==> config.mk <==
export PLATFORM = sky130hd
export DESIGN_NAME = csr_file
export DESIGN_NICKNAME = d
export VERILOG_FILES = /design/src/logic/csr_pkg.sv /design/src/logic/csr_file.sv /design/src/logic/csr_read_mux.sv /design/src/logic/csr_save_bank.sv /design/src/logic/csr_exc_info.sv /design/src/logic/csr_timer.sv /design/src/logic/csr_mode_ctrl.sv
export VERILOG_INCLUDE_DIRS = /design/src /design/src/include
export SDC_FILE = /design/constraint.sdc
export NUM_CORES = 1
export LEC_CHECK = 0
export ABC_AREA = 1
export BUFFER_PORTS_ARGS = -buffer_cell sky130_fd_sc_hd__buf_2
export CAP_MARGIN = 10
export CORE_MARGIN = 2
export CORE_UTILIZATION = 46
export DETAILED_ROUTE_END_ITERATION = 8
export PLACE_DENSITY = 0.71
export REMOVE_ABC_BUFFERS = 1
export SETUP_SLACK_MARGIN = 0.5
export SYNTH_ARGS = -nofsm -noshare
export SYNTH_HDL_FRONTEND = slang
export SYNTH_SLANG_ARGS = --single-unit
==> constraint.sdc <==
create_clock -name clk -period 2.9 [get_ports clk]
set_input_delay 0.145 -clock clk [delete_from_list [all_inputs] [get_ports clk]]
set_output_delay 0.145 -clock clk [all_outputs]
set_load 0.02 [all_outputs]
==> src/include/csr_macros.svh <==
`ifndef CSR_MACROS_SVH
`define CSR_MACROS_SVH

// CSR numbers
`define CSR_CRMD            14'h0000
`define CSR_PRMD            14'h0001
`define CSR_ECFG            14'h0004
`define CSR_ESTAT           14'h0005
`define CSR_ERA             14'h0006
`define CSR_BADV            14'h0007
`define CSR_EENTRY          14'h000c
`define CSR_SAVE0           14'h0030
`define CSR_SAVE1           14'h0031
`define CSR_SAVE2           14'h0032
`define CSR_SAVE3           14'h0033
`define CSR_TCFG            14'h0041
`define CSR_TVAL            14'h0042
`define CSR_TICLR           14'h0044

// Field positions
`define CRMD_PLV            1:0
`define CRMD_IE             2
`define CRMD_DA             3
`define PRMD_PPLV           1:0
`define PRMD_PIE            2
`define ESTAT_IS10          1:0
`define ESTAT_ECODE         21:16
`define ESTAT_ESUBCODE      30:22
`define EENTRY_VA           31:6
`define TCFG_EN             0
`define TCFG_PERIOD         1
`define TCFG_INITV          31:2
`define TICLR_CLR           0

// Exception codes
`define ECODE_ADEF          6'h08
`define ECODE_ALE           6'h09
`define ESUBCODE_ADEF       9'h000

// LIE bit 10 does not exist
`define ECFG_LIE_MASK       32'h0000_1bff
`define TIMER_IDLE          32'hffff_ffff
`define INT_TIMER_BIT       11
`define INT_IPI_BIT         12

`endif
==> src/logic/csr_pkg.sv <==
package csr_pkg;

    // Register and data word
    typedef logic [31:0] csr_word_t;

    typedef logic [13:0] csr_num_t;

    typedef logic [1:0]  plv_t;

    typedef logic [5:0]  ecode_t;

    typedef logic [8:0]  esubcode_t;

    // One bit per interrupt source, ESTAT IS order
    typedef logic [12:0] int_vec_t;

    // Masked write merge, new bits where the mask is set
    function automatic csr_word_t csr_merge(
        input csr_word_t old_val,
        input csr_word_t wvalue,
        input csr_word_t wmask
    );
        return (wmask & wvalue) | (~wmask & old_val);
    endfunction

endpackage

==> src/logic/csr_file.sv <==
module csr_file (
    input  logic                clk,
    input  logic                reset,
    input  logic                csr_we,
    input  csr_pkg::csr_num_t   csr_num,
    input  csr_pkg::csr_word_t  csr_wmask,
    input  csr_pkg::csr_word_t  csr_wvalue,
    output csr_pkg::csr_word_t  csr_rvalue,
    input  logic                wb_ex,
    input  csr_pkg::ecode_t     wb_ecode,
    input  csr_pkg::esubcode_t  wb_esubcode,
    input  csr_pkg::csr_word_t  wb_pc,
    input  csr_pkg::csr_word_t  wb_vaddr,
    input  logic                ertn_flush,
    input  logic [7:0]          hw_int,
    input  logic                ipi_int,
    output logic                has_int,
    output csr_pkg::csr_word_t  ex_entry
);
    import csr_pkg::*;

    plv_t        crmd_plv;
    logic        crmd_ie;
    plv_t        prmd_pplv;
    logic        prmd_pie;
    logic        tcfg_en;
    logic        tcfg_periodic;
    logic [29:0] tcfg_initval;
    csr_word_t   tval;
    logic        timer_int;
    int_vec_t    ecfg_lie;
    int_vec_t    estat_is;
    ecode_t      estat_ecode;
    esubcode_t   estat_esubcode;
    csr_word_t   era;
    csr_word_t   badv;
    logic [25:0] eentry_va;
    csr_word_t   save0;
    csr_word_t   save1;
    csr_word_t   save2;
    csr_word_t   save3;

    csr_mode_ctrl u_mode_ctrl (
        .clk(clk), .reset(reset),
        .csr_we(csr_we), .csr_num(csr_num), .csr_wmask(csr_wmask), .csr_wvalue(csr_wvalue),
        .wb_ex(wb_ex), .ertn_flush(ertn_flush),
        .crmd_plv(crmd_plv), .crmd_ie(crmd_ie), .prmd_pplv(prmd_pplv), .prmd_pie(prmd_pie)
    );

    csr_timer u_timer (
        .clk(clk), .reset(reset),
        .csr_we(csr_we), .csr_num(csr_num), .csr_wmask(csr_wmask), .csr_wvalue(csr_wvalue),
        .tcfg_en(tcfg_en), .tcfg_periodic(tcfg_periodic), .tcfg_initval(tcfg_initval),
        .tval(tval), .timer_int(timer_int)
    );

    csr_exc_info u_exc_info (
        .clk(clk), .reset(reset),
        .csr_we(csr_we), .csr_num(csr_num), .csr_wmask(csr_wmask), .csr_wvalue(csr_wvalue),
        .wb_ex(wb_ex), .wb_ecode(wb_ecode), .wb_esubcode(wb_esubcode),
        .wb_pc(wb_pc), .wb_vaddr(wb_vaddr),
        .hw_int(hw_int), .ipi_int(ipi_int), .timer_int(timer_int), .crmd_ie(crmd_ie),
        .ecfg_lie(ecfg_lie), .estat_is(estat_is),
        .estat_ecode(estat_ecode), .estat_esubcode(estat_esubcode),
        .era(era), .badv(badv), .eentry_va(eentry_va), .has_int(has_int)
    );

    csr_save_bank u_save_bank (
        .clk(clk),
        .csr_we(csr_we), .csr_num(csr_num), .csr_wmask(csr_wmask), .csr_wvalue(csr_wvalue),
        .save0(save0), .save1(save1), .save2(save2), .save3(save3)
    );

    csr_read_mux u_read_mux (
        .csr_num(csr_num),
        .crmd_plv(crmd_plv), .crmd_ie(crmd_ie), .prmd_pplv(prmd_pplv), .prmd_pie(prmd_pie),
        .ecfg_lie(ecfg_lie), .estat_is(estat_is),
        .estat_ecode(estat_ecode), .estat_esubcode(estat_esubcode),
        .era(era), .badv(badv), .eentry_va(eentry_va),
        .save0(save0), .save1(save1), .save2(save2), .save3(save3),
        .tcfg_en(tcfg_en), .tcfg_periodic(tcfg_periodic), .tcfg_initval(tcfg_initval),
        .tval(tval),
        .csr_rvalue(csr_rvalue), .ex_entry(ex_entry)
    );

endmodule

==> src/logic/csr_read_mux.sv <==
`include "csr_macros.svh"

module csr_read_mux (
    input  csr_pkg::csr_num_t  csr_num,
    input  csr_pkg::plv_t      crmd_plv,
    input  logic               crmd_ie,
    input  csr_pkg::plv_t      prmd_pplv,
    input  logic               prmd_pie,
    input  csr_pkg::int_vec_t  ecfg_lie,
    input  csr_pkg::int_vec_t  estat_is,
    input  csr_pkg::ecode_t    estat_ecode,
    input  csr_pkg::esubcode_t estat_esubcode,
    input  csr_pkg::csr_word_t era,
    input  csr_pkg::csr_word_t badv,
    input  logic [25:0]        eentry_va,
    input  csr_pkg::csr_word_t save0,
    input  csr_pkg::csr_word_t save1,
    input  csr_pkg::csr_word_t save2,
    input  csr_pkg::csr_word_t save3,
    input  logic               tcfg_en,
    input  logic               tcfg_periodic,
    input  logic [29:0]        tcfg_initval,
    input  csr_pkg::csr_word_t tval,
    output csr_pkg::csr_word_t csr_rvalue,
    output csr_pkg::csr_word_t ex_entry
);
    import csr_pkg::*;

    localparam int NUM_REGS = 14;

    csr_word_t           crmd_rd;
    csr_word_t           prmd_rd;
    csr_word_t           estat_rd;
    csr_word_t           eentry_rd;
    csr_word_t           tcfg_rd;
    csr_word_t           rd_word [NUM_REGS];
    logic [NUM_REGS-1:0] sel;

    always_comb begin
        crmd_rd = '0;
        crmd_rd[`CRMD_PLV] = crmd_plv;
        crmd_rd[`CRMD_IE] = crmd_ie;
        // Direct address mode is always on
        crmd_rd[`CRMD_DA] = 1'b1;
        prmd_rd = '0;
        prmd_rd[`PRMD_PPLV] = prmd_pplv;
        prmd_rd[`PRMD_PIE] = prmd_pie;
        estat_rd = {19'b0, estat_is};
        estat_rd[`ESTAT_ECODE] = estat_ecode;
        estat_rd[`ESTAT_ESUBCODE] = estat_esubcode;
        eentry_rd = '0;
        eentry_rd[`EENTRY_VA] = eentry_va;
        tcfg_rd = '0;
        tcfg_rd[`TCFG_EN] = tcfg_en;
        tcfg_rd[`TCFG_PERIOD] = tcfg_periodic;
        tcfg_rd[`TCFG_INITV] = tcfg_initval;
    end

    always_comb begin
        rd_word[0]  = crmd_rd;
        rd_word[1]  = prmd_rd;
        rd_word[2]  = {19'b0, ecfg_lie} & `ECFG_LIE_MASK;
        rd_word[3]  = estat_rd;
        rd_word[4]  = era;
        rd_word[5]  = badv;
        rd_word[6]  = eentry_rd;
        rd_word[7]  = save0;
        rd_word[8]  = save1;
        rd_word[9]  = save2;
        rd_word[10] = save3;
        rd_word[11] = tcfg_rd;
        rd_word[12] = tval;
        // TICLR is write only
        rd_word[13] = '0;
    end

    // One-hot decode of the CSR number
    always_comb begin
        sel = '0;
        sel[0]  = csr_num == `CSR_CRMD;
        sel[1]  = csr_num == `CSR_PRMD;
        sel[2]  = csr_num == `CSR_ECFG;
        sel[3]  = csr_num == `CSR_ESTAT;
        sel[4]  = csr_num == `CSR_ERA;
        sel[5]  = csr_num == `CSR_BADV;
        sel[6]  = csr_num == `CSR_EENTRY;
        sel[7]  = csr_num == `CSR_SAVE0;
        sel[8]  = csr_num == `CSR_SAVE1;
        sel[9]  = csr_num == `CSR_SAVE2;
        sel[10] = csr_num == `CSR_SAVE3;
        sel[11] = csr_num == `CSR_TCFG;
        sel[12] = csr_num == `CSR_TVAL;
        sel[13] = csr_num == `CSR_TICLR;
        csr_rvalue = '0;
        for (int i = 0; i < NUM_REGS; i++) begin
            csr_rvalue = csr_rvalue | ({32{sel[i]}} & rd_word[i]);
        end
        a_sel_onehot: assert ($onehot0(sel));
    end

    assign ex_entry = eentry_rd;

endmodule

==> src/logic/csr_save_bank.sv <==
`include "csr_macros.svh"

module csr_save_bank (
    input  logic               clk,
    input  logic               csr_we,
    input  csr_pkg::csr_num_t  csr_num,
    input  csr_pkg::csr_word_t csr_wmask,
    input  csr_pkg::csr_word_t csr_wvalue,
    output csr_pkg::csr_word_t save0,
    output csr_pkg::csr_word_t save1,
    output csr_pkg::csr_word_t save2,
    output csr_pkg::csr_word_t save3
);
    import csr_pkg::*;

    logic [3:0] save_wr;
    csr_word_t  save_q [4];

    assign save_wr[0] = csr_we && (csr_num == `CSR_SAVE0);
    assign save_wr[1] = csr_we && (csr_num == `CSR_SAVE1);
    assign save_wr[2] = csr_we && (csr_num == `CSR_SAVE2);
    assign save_wr[3] = csr_we && (csr_num == `CSR_SAVE3);

    // Plain scratch storage for software
    always_ff @(posedge clk) begin
        for (int i = 0; i < 4; i++) begin
            if (save_wr[i]) begin
                save_q[i] <= csr_merge(save_q[i], csr_wvalue, csr_wmask);
            end
        end
    end

    assign save0 = save_q[0];
    assign save1 = save_q[1];
    assign save2 = save_q[2];
    assign save3 = save_q[3];

endmodule

==> src/logic/csr_exc_info.sv <==
`include "csr_macros.svh"

module csr_exc_info (
    input  logic                clk,
    input  logic                reset,
    input  logic                csr_we,
    input  csr_pkg::csr_num_t   csr_num,
    input  csr_pkg::csr_word_t  csr_wmask,
    input  csr_pkg::csr_word_t  csr_wvalue,
    input  logic                wb_ex,
    input  csr_pkg::ecode_t     wb_ecode,
    input  csr_pkg::esubcode_t  wb_esubcode,
    input  csr_pkg::csr_word_t  wb_pc,
    input  csr_pkg::csr_word_t  wb_vaddr,
    input  logic [7:0]          hw_int,
    input  logic                ipi_int,
    input  logic                timer_int,
    input  logic                crmd_ie,
    output csr_pkg::int_vec_t   ecfg_lie,
    output csr_pkg::int_vec_t   estat_is,
    output csr_pkg::ecode_t     estat_ecode,
    output csr_pkg::esubcode_t  estat_esubcode,
    output csr_pkg::csr_word_t  era,
    output csr_pkg::csr_word_t  badv,
    output logic [25:0]         eentry_va,
    output logic                has_int
);
    import csr_pkg::*;

    logic       ecfg_wr;
    logic       estat_wr;
    logic       era_wr;
    logic       eentry_wr;
    logic       addr_err;
    logic [1:0] is_sw;
    logic [7:0] is_hw;
    logic       is_ipi;
    csr_word_t  ecfg_new;
    csr_word_t  estat_new;
    csr_word_t  era_new;
    csr_word_t  eentry_new;

    assign ecfg_wr   = csr_we && (csr_num == `CSR_ECFG);
    assign estat_wr  = csr_we && (csr_num == `CSR_ESTAT);
    assign era_wr    = csr_we && (csr_num == `CSR_ERA);
    assign eentry_wr = csr_we && (csr_num == `CSR_EENTRY);

    assign ecfg_new   = csr_merge({19'b0, ecfg_lie}, csr_wvalue, csr_wmask);
    assign estat_new  = csr_merge({30'b0, is_sw}, csr_wvalue, csr_wmask);
    assign era_new    = csr_merge(era, csr_wvalue, csr_wmask);
    assign eentry_new = csr_merge({eentry_va, 6'b0}, csr_wvalue, csr_wmask);

    always_ff @(posedge clk) begin
        if (reset) begin
            ecfg_lie <= '0;
            is_sw    <= 2'b00;
            is_hw    <= 8'h00;
            is_ipi   <= 1'b0;
        end else begin
            if (ecfg_wr) begin
                ecfg_lie <= ecfg_new[12:0];
            end
            if (estat_wr) begin
                is_sw <= estat_new[`ESTAT_IS10];
            end
            is_hw  <= hw_int;
            is_ipi <= ipi_int;
        end
    end

    // Bit 10 stays zero
    always_comb begin
        estat_is = '0;
        estat_is[1:0] = is_sw;
        estat_is[9:2] = is_hw;
        estat_is[`INT_TIMER_BIT] = timer_int;
        estat_is[`INT_IPI_BIT] = is_ipi;
    end

    always_ff @(posedge clk) begin
        if (wb_ex) begin
            estat_ecode    <= wb_ecode;
            estat_esubcode <= wb_esubcode;
        end
    end

    always_ff @(posedge clk) begin
        if (wb_ex) begin
            era <= wb_pc;
        end else if (era_wr) begin
            era <= era_new;
        end
    end

    assign addr_err = (wb_ecode == `ECODE_ADEF) || (wb_ecode == `ECODE_ALE);

    // Fetch faults report the pc, data faults the address
    always_ff @(posedge clk) begin
        if (wb_ex && addr_err) begin
            if (wb_ecode == `ECODE_ADEF && wb_esubcode == `ESUBCODE_ADEF) begin
                badv <= wb_pc;
            end else begin
                badv <= wb_vaddr;
            end
        end
    end

    always_ff @(posedge clk) begin
        if (eentry_wr) begin
            eentry_va <= eentry_new[`EENTRY_VA];
        end
    end

    assign has_int = (|(ecfg_lie & estat_is)) && crmd_ie;

endmodule

==> src/logic/csr_timer.sv <==
`include "csr_macros.svh"

module csr_timer (
    input  logic               clk,
    input  logic               reset,
    input  logic               csr_we,
    input  csr_pkg::csr_num_t  csr_num,
    input  csr_pkg::csr_word_t csr_wmask,
    input  csr_pkg::csr_word_t csr_wvalue,
    output logic               tcfg_en,
    output logic               tcfg_periodic,
    output logic [29:0]        tcfg_initval,
    output csr_pkg::csr_word_t tval,
    output logic               timer_int
);
    import csr_pkg::*;

    logic      tcfg_wr;
    logic      ticlr_hit;
    csr_word_t tcfg_cur;
    csr_word_t tcfg_next;
    csr_word_t timer_cnt;

    assign tcfg_wr = csr_we && (csr_num == `CSR_TCFG);

    // Clear only when both mask and value carry the CLR bit
    assign ticlr_hit = csr_we && (csr_num == `CSR_TICLR)
                    && csr_wmask[`TICLR_CLR] && csr_wvalue[`TICLR_CLR];

    always_comb begin
        tcfg_cur = '0;
        tcfg_cur[`TCFG_EN] = tcfg_en;
        tcfg_cur[`TCFG_PERIOD] = tcfg_periodic;
        tcfg_cur[`TCFG_INITV] = tcfg_initval;
    end

    assign tcfg_next = csr_merge(tcfg_cur, csr_wvalue, csr_wmask);

    always_ff @(posedge clk) begin
        if (reset) begin
            tcfg_en <= 1'b0;
        end else if (tcfg_wr) begin
            tcfg_en <= tcfg_next[`TCFG_EN];
        end
    end

    always_ff @(posedge clk) begin
        if (tcfg_wr) begin
            tcfg_periodic <= tcfg_next[`TCFG_PERIOD];
            tcfg_initval  <= tcfg_next[`TCFG_INITV];
        end
    end

    // Countdown, idle value means stopped
    always_ff @(posedge clk) begin
        if (reset) begin
            timer_cnt <= `TIMER_IDLE;
        end else if (tcfg_wr && tcfg_next[`TCFG_EN]) begin
            timer_cnt <= {tcfg_next[`TCFG_INITV], 2'b00};
        end else if (tcfg_en && (timer_cnt != `TIMER_IDLE)) begin
            if (timer_cnt == '0) begin
                timer_cnt <= tcfg_periodic ? {tcfg_initval, 2'b00} : `TIMER_IDLE;
            end else begin
                timer_cnt <= timer_cnt - 32'd1;
            end
        end
    end

    // Pending bit, a new expiry beats a clear
    always_ff @(posedge clk) begin
        if (reset) begin
            timer_int <= 1'b0;
        end else if (timer_cnt == '0) begin
            timer_int <= 1'b1;
        end else if (ticlr_hit) begin
            timer_int <= 1'b0;
        end
    end

    assign tval = timer_cnt;

    a_idle_holds: assert property (
        @(posedge clk) disable iff (reset)
        (timer_cnt == `TIMER_IDLE && !tcfg_wr) |=> (timer_cnt == `TIMER_IDLE)
    );

endmodule

==> src/logic/csr_mode_ctrl.sv <==
`include "csr_macros.svh"

module csr_mode_ctrl (
    input  logic               clk,
    input  logic               reset,
    input  logic               csr_we,
    input  csr_pkg::csr_num_t  csr_num,
    input  csr_pkg::csr_word_t csr_wmask,
    input  csr_pkg::csr_word_t csr_wvalue,
    input  logic               wb_ex,
    input  logic               ertn_flush,
    output csr_pkg::plv_t      crmd_plv,
    output logic               crmd_ie,
    output csr_pkg::plv_t      prmd_pplv,
    output logic               prmd_pie
);
    import csr_pkg::*;

    logic      crmd_wr;
    logic      prmd_wr;
    csr_word_t crmd_cur;
    csr_word_t prmd_cur;
    csr_word_t crmd_new;
    csr_word_t prmd_new;

    assign crmd_wr = csr_we && (csr_num == `CSR_CRMD);
    assign prmd_wr = csr_we && (csr_num == `CSR_PRMD);

    always_comb begin
        crmd_cur = '0;
        crmd_cur[`CRMD_PLV] = crmd_plv;
        crmd_cur[`CRMD_IE] = crmd_ie;
        prmd_cur = '0;
        prmd_cur[`PRMD_PPLV] = prmd_pplv;
        prmd_cur[`PRMD_PIE] = prmd_pie;
    end

    assign crmd_new = csr_merge(crmd_cur, csr_wvalue, csr_wmask);
    assign prmd_new = csr_merge(prmd_cur, csr_wvalue, csr_wmask);

    // Exception entry wins over ertn, ertn over software writes
    always_ff @(posedge clk) begin
        if (reset) begin
            crmd_plv <= 2'b00;
            crmd_ie  <= 1'b0;
        end else if (wb_ex) begin
            crmd_plv <= 2'b00;
            crmd_ie  <= 1'b0;
        end else if (ertn_flush) begin
            crmd_plv <= prmd_pplv;
            crmd_ie  <= prmd_pie;
        end else if (crmd_wr) begin
            crmd_plv <= crmd_new[`CRMD_PLV];
            crmd_ie  <= crmd_new[`CRMD_IE];
        end
    end

    // Saved context of the interrupted code
    always_ff @(posedge clk) begin
        if (wb_ex) begin
            prmd_pplv <= crmd_plv;
            prmd_pie  <= crmd_ie;
        end else if (prmd_wr) begin
            prmd_pplv <= prmd_new[`PRMD_PPLV];
            prmd_pie  <= prmd_new[`PRMD_PIE];
        end
    end

    a_ex_enters_kernel: assert property (
        @(posedge clk) disable iff (reset) wb_ex |=> (crmd_plv == 2'b00)
    );

endmodule

# Yosys cells after proc, flatten, opt, wreduce, memory -nomap -nowiden
# Memory sizes are Yosys's and may differ from the RTL's.
# Index checks and enable logic that the tools add are counted.
[totals] ff_bits=200 out_inout_bits=65 word_cells=153 latchBits=0 romBits=0 memories=1 mem_bits_rw=128 input_bits=171
[op_classes] muxes=34 n_lt_le_gt_ge=0 shifts=0 n_addsub=1 n_bitwise=50 n_div=0 n_reduce_logical=33 eq_ne=16 multipliers=0
[mem_list] name="u_save_bank.save_q" depth=4 width=32 rd=4 rd_clocked_by_memory_dff=0 wr=1 line="csr_save_bank.sv:17" source="csr_word_t save_q [4];"
[op_table] op="$or 32x32->32" n=19
[op_table] op="$and 32x32->32" n=17
[op_table] op="$mux 32" n=10
[op_table] op="$reduce_or 32->1" n=3
[op_table] op="$eq 14x3->1 const B" n=4
[op_table] op="$eq 14x6->1 const B" n=4
[op_table] op="$eq 14x7->1 const B" n=3
[op_table] op="$and 32x13->32" n=1
[op_table] op="$and 32x3->32" n=1
[op_table] op="$and 32x31->32" n=1
[op_table] op="$and 32x4->32" n=1
[op_table] op="$logic_not 32->1" n=1
[op_table] op="$ne 32x32->1 const B" n=1
[op_table] op="$not 32->32" n=1
[op_table] op="$sub 32x1->32 const B" n=1
[op_table] op="$and 13x13->13" n=2
[op_table] op="$logic_and 1x1->1" n=19
[op_table] op="$mux 1" n=17
[op_table] op="$eq 14x1->1 const B" n=1
[op_table] op="$eq 14x4->1 const B" n=1
[op_table] op="$logic_not 14->1" n=1
[op_table] op="$mux 2" n=7
[op_table] op="$or 13x13->13" n=1
[op_table] op="$reduce_or 13->1" n=1
[op_table] op="other kinds (9)" n=16

# Longest topological paths before layout
[depth] depth_word=14 depth_mapped=12 mapped_depth_nobuf=11

# Hierarchy
# Synthesis repeated with hierarchy kept, for this count alone.
[unflattened] hier_cells=2446 area_unflattened_um2=19017.0
[by_module_without_submodules] module="csr_exc_info" n_inst=1 cells_each=599 area_per_inst_um2=5790.6 seq_area_each_um2=3633.5
[by_module_without_submodules] module="csr_save_bank" n_inst=1 cells_each=324 area_per_inst_um2=4704.5 seq_area_each_um2=3843.7
[by_module_without_submodules] module="csr_timer" n_inst=1 cells_each=710 area_per_inst_um2=4511.8 seq_area_each_um2=1611.5
[by_module_without_submodules] module="csr_read_mux" n_inst=1 cells_each=746 area_per_inst_um2=3590.9 seq_area_each_um2=0.0
[by_module_without_submodules] module="csr_mode_ctrl" n_inst=1 cells_each=67 area_per_inst_um2=419.2 seq_area_each_um2=150.1

# Least setup slack after synthesis
# OpenSTA, ideal clock, no wires.
[synth_timing] kind="input to register" startpoint="in wb_ex" endpoint="reg u_exc_info.badv[0], enable pin" stages=3 required_time_ns=2.439 slack_ns=-0.186 setup_time_ns=0.461 n_path_buf=1 arrival_time_ns=2.625 cell_sequence="inv_1 -> clkbuf_1 -> nor3_1"
[synth_via] elab_chain_len=1
[synth_lines] item="start, declared" line="csr_file.sv:9" source="input logic wb_ex,"
[synth_lines] item="$logic_and 1x1->1" line="csr_exc_info.sv:99" source="if (wb_ex && addr_err) begin"
[synth_lines] item="end signal, assigned" line="csr_exc_info.sv:101" source="badv <= wb_pc;"
[synth_lines] item="end signal, assigned" line="csr_exc_info.sv:103" source="badv <= wb_vaddr;"
[synth_lines] item="end, declared" line="csr_exc_info.sv:24" source="output csr_pkg::csr_word_t badv,"
# Every way passes these cells.
# A chain may end at the register's enable or synchronous reset.

# Worst setup path in the final report
[layout_timing] startpoint="in csr_num[11]" endpoint="out csr_rvalue[26]"
[layout_via] elab_chain_len=14 elab_cells_between_ends=38 classes_between="eq/ne (12); bitwise (25); reduce/logical (1)"
[layout_lines] item="start, declared" line="csr_file.sv:5" source="input csr_pkg::csr_num_t csr_num,"
[layout_lines] item="$eq 14x1->1 (no source line) / $logic_not 14->1 (equally long branches)"
[layout_lines] item="$and 32x3->32 / $and 32x4->32 (equally long branches)" line="csr_read_mux.sv:96" source="csr_rvalue = csr_rvalue | ({32{sel[i]}} & rd_word[i]);"
[layout_lines] item="$or 32x32->32 (11 in a row)" line="csr_read_mux.sv:96"
[layout_lines] item="$or 32x32->32 (*)" line="csr_read_mux.sv:96"
[layout_lines] item="end, declared" line="csr_file.sv:8" source="output csr_pkg::csr_word_t csr_rvalue,"
# Mark *: on every way between the ends. The rest lies on a longest branch, timed or not.

==> metrics <==
Max VDD drop=just under 500 uV; final WL=59.1 mm; total gr overflow=0; worst path buffer plus inverter count=4; PwrDens=492 nW/um^2; fmax=435 MHz; Multi-input gate area=about 6500 um^2; Final GP Congestion=about 0.95; worst-path cell chain=buf_2 > nor2_2 > nand3_4 > nor2_4 > nand2_1 > inv_4 > buf_12 > nand2_1 > nand3_1 > nor2_1 > nand2_1 > buf_2; CTS Sinks=327; Synth warnings=0; Clk pwr share=45.2%; CTS tree=built; CP max FO=14; Cell Int Power=8.36 mW; Setup Skew=0.0189 ns; min setup slack post-route=0.601 ns; layout cells sized above 1=14.4%; Die H=slightly below 200 um; worst skew pair latency=0.56 ns; Num CTS Buffers=37; Port Buf Inserts=229; DRT iter0 DRCs=1389; Syn-to-layout area delta=27.6%; # fillers=3208; cells after synthesis=2158; # IOs=236; via count=16600; LEAKAGE=9.53 nW; worst hold margin=0.00995 ns; Tightest Pin Transition=0.931 ns; first-pass GRT wire length=90.5 mm; Worst setup EP type=output pin; pre-CTS WS=0.524 ns; Final HPWL DP=40.6 mm; CP dominant cell by count=nand2_1; Max-Slew Margin vs Limit=37.9%; sequential-to-total area share from yosys stat=54.1%; die area=38600 um^2; DR pass1 iterations=6; Final ANT Viol Nets=0; Top delay family on crit path=simple AND/OR/NAND/NOR gates; slowest CP cell=nor2_4; RSZ-0062 raised after global routing=no; NetSw=2.34 mW; reg2reg setup slack=0.68 ns; Initial Utilization=46.7%; CTS clk-pin slew, worst paths=0.06 ns; Core ar.=36500 um^2; DRC=0; sequential share of power=approximately half; final core occ=59.6%; worst stage delay on the critical path=0.30 ns; H-tree levels=2; post-synthesis cell area=17000 um^2; Yosys cell types=34; Final min period=2.30 ns; # setup viols final=0; fraction of the cycle the final worst path needs=just under 80%; element type at the critical path start=primary input; Critical Path RT=2.76 ns; #FFs+latches synth=327; row count=70; crit path kind=primary input to output pin; most frequent cells in the layout=nand2_1 (578), nor2_1 (404), edfxtp_1 (267), inv_1 (229), buf_2 (229); Fin. Hold Viols=0; Max Cap Viol=0; Avg Cell Area, Syn=7.90 um^2; Nets=2730; Total GRT Usage=a little under a third; status=completed; sw frac=21.9%; Diodes inserted=0; Comb pwr share=6.4%; Routed wire per std cell=19.4 um; Slew Viols, Final=0; most common cell after layout, fill and taps aside=nand2_1; Root Buffer=clkbuf_16; vias in the first global route=about 16000; via density per instance=5.42; largest net degree at the start of global routing=74; clock buffer depth=3; Worst Path Arrival=approximately 2.2 ns; initial antenna violation count=0; width of the die=196 um; hold crit path type=primary input to flop; Register Area=9220 um^2
==> Yosys cell counts, drive strengths merged <==
cell type | count | area share [%]
nand3 | 153 | 4.6
xor2 | 2 | 0.10
a221oi | 3 | 0.15
o211ai | 12 | 0.53
nand2 | 581 | 13
clkinv | 2 | 0.044
nand3b | 5 | 0.22
o21ai | 203 | 6.0
nor4 | 3 | 0.11
nand4 | 41 | 1.6
dfxtp | 60 | 7.0
nor3 | 10 | 0.29
inv | 241 | 5.3
o22ai | 1 | 0.037
a21oi | 56 | 1.6
nor2 | 421 | 9.7
clkbuf | 51 | 1.1
buf | 41 | 1.3
ha | 3 | 0.22
and3 | 1 | 0.037
conb | 1 | 0.022
edfxtp | 267 | 47
==> path summary, 6_finish.rpt <==
check,from,to,depth (start not counted)
worst max-delay path,csr_num[11],csr_rvalue[26],12
worst min-delay path,csr_wmask[13],flop,3
worst max register to register,u_timer.tval[7]$_SDFFE_PP1P_,u_timer.tval[17]$_SDFFE_PP1P_,11
worst min register to register,flop,flop,2
==> cells by family (layout without fill, tap and decap cells) <==
| group | count (synthesis) | count (layout) | share of synthesized area, % |
|---|---|---|---|
| adders and majority gates | 3 | 3 | 0.220 |
| xor gates and xnor gates | 2 | 2 | 0.103 |
| other | 1 | 6 | 0.0220 |
| AOI/OAI and AO/OA | 275 | 275 | 8.33 |
| buffers and inverters | 335 | 757 | 7.81 |
| DFF | 327 | 327 | 54.1 |
| and+or+nand+nor | 1215 | 1215 | 29.4 |
==> metal layers <==
layer	GRT usage, %	up-vias	wire [um]
li1	-	7840	-
met1	39.9	7788	24200
met2	52.3	811	28400
met3	4.45	111	4940
met4	10.5	0	1580
met5	0	-	0
==> tightest hold or removal path, delay by kind of cell <==
kind / cells / cell delay [ns]
AO/OA/AOI/OAI: 1 / 0.15
buffers and inverters: 1 / 0.10
AND/OR/NAND/NOR: 1 / 0.06
==> area by class of cell <==
type | count | share of cell area, %
Clock buffer | 53 | 4.87
Clock inverter | 15 | 0.811
Inverter | 243 | 4.23
Multi-Input combinational cell | 1501 | 30.1
Sequential cell | 327 | 42.4
Tap cell | 468 | 2.69
Timing Repair Buffer | 446 | 15.0
==> timing repair <==
| item | 4_1_cts | 5_1_grt |
|---|---|---|
| buffers inserted | 0 | 3 |
| endpoints found under the setup margin | 0 | 28 |
| resized for setup | 0 | 8 |
| hold endpoints to repair | 274 | 0 |
| hold buffers | 164 | 0 |
==> power by group through the flow <==
stage	registers, mW	logic, mW	clock network, mW
after floorplan	5.27	0.196	0
after global placement	5.29	0.475	0
after detailed placement	5.29	0.488	0
after CTS	5.19	0.665	4.89
after global routing	5.19	0.745	5.04
final	5.19	0.686	4.84
==> per-stage QoR <==
step	cell area (um^2)	setup TNS [ns]	cells	power, mW
final	21800	0	3053	10.7
after global placement	18800	0	2818	5.76
after CTS	21700	0	3050	10.7
after floorplan	16600	-15.04	2071	5.47
after detailed placement	18800	0	2818	5.77
after global routing	21800	0	3053	11.0
No activity file was read; power rests on OpenSTA's default activity.
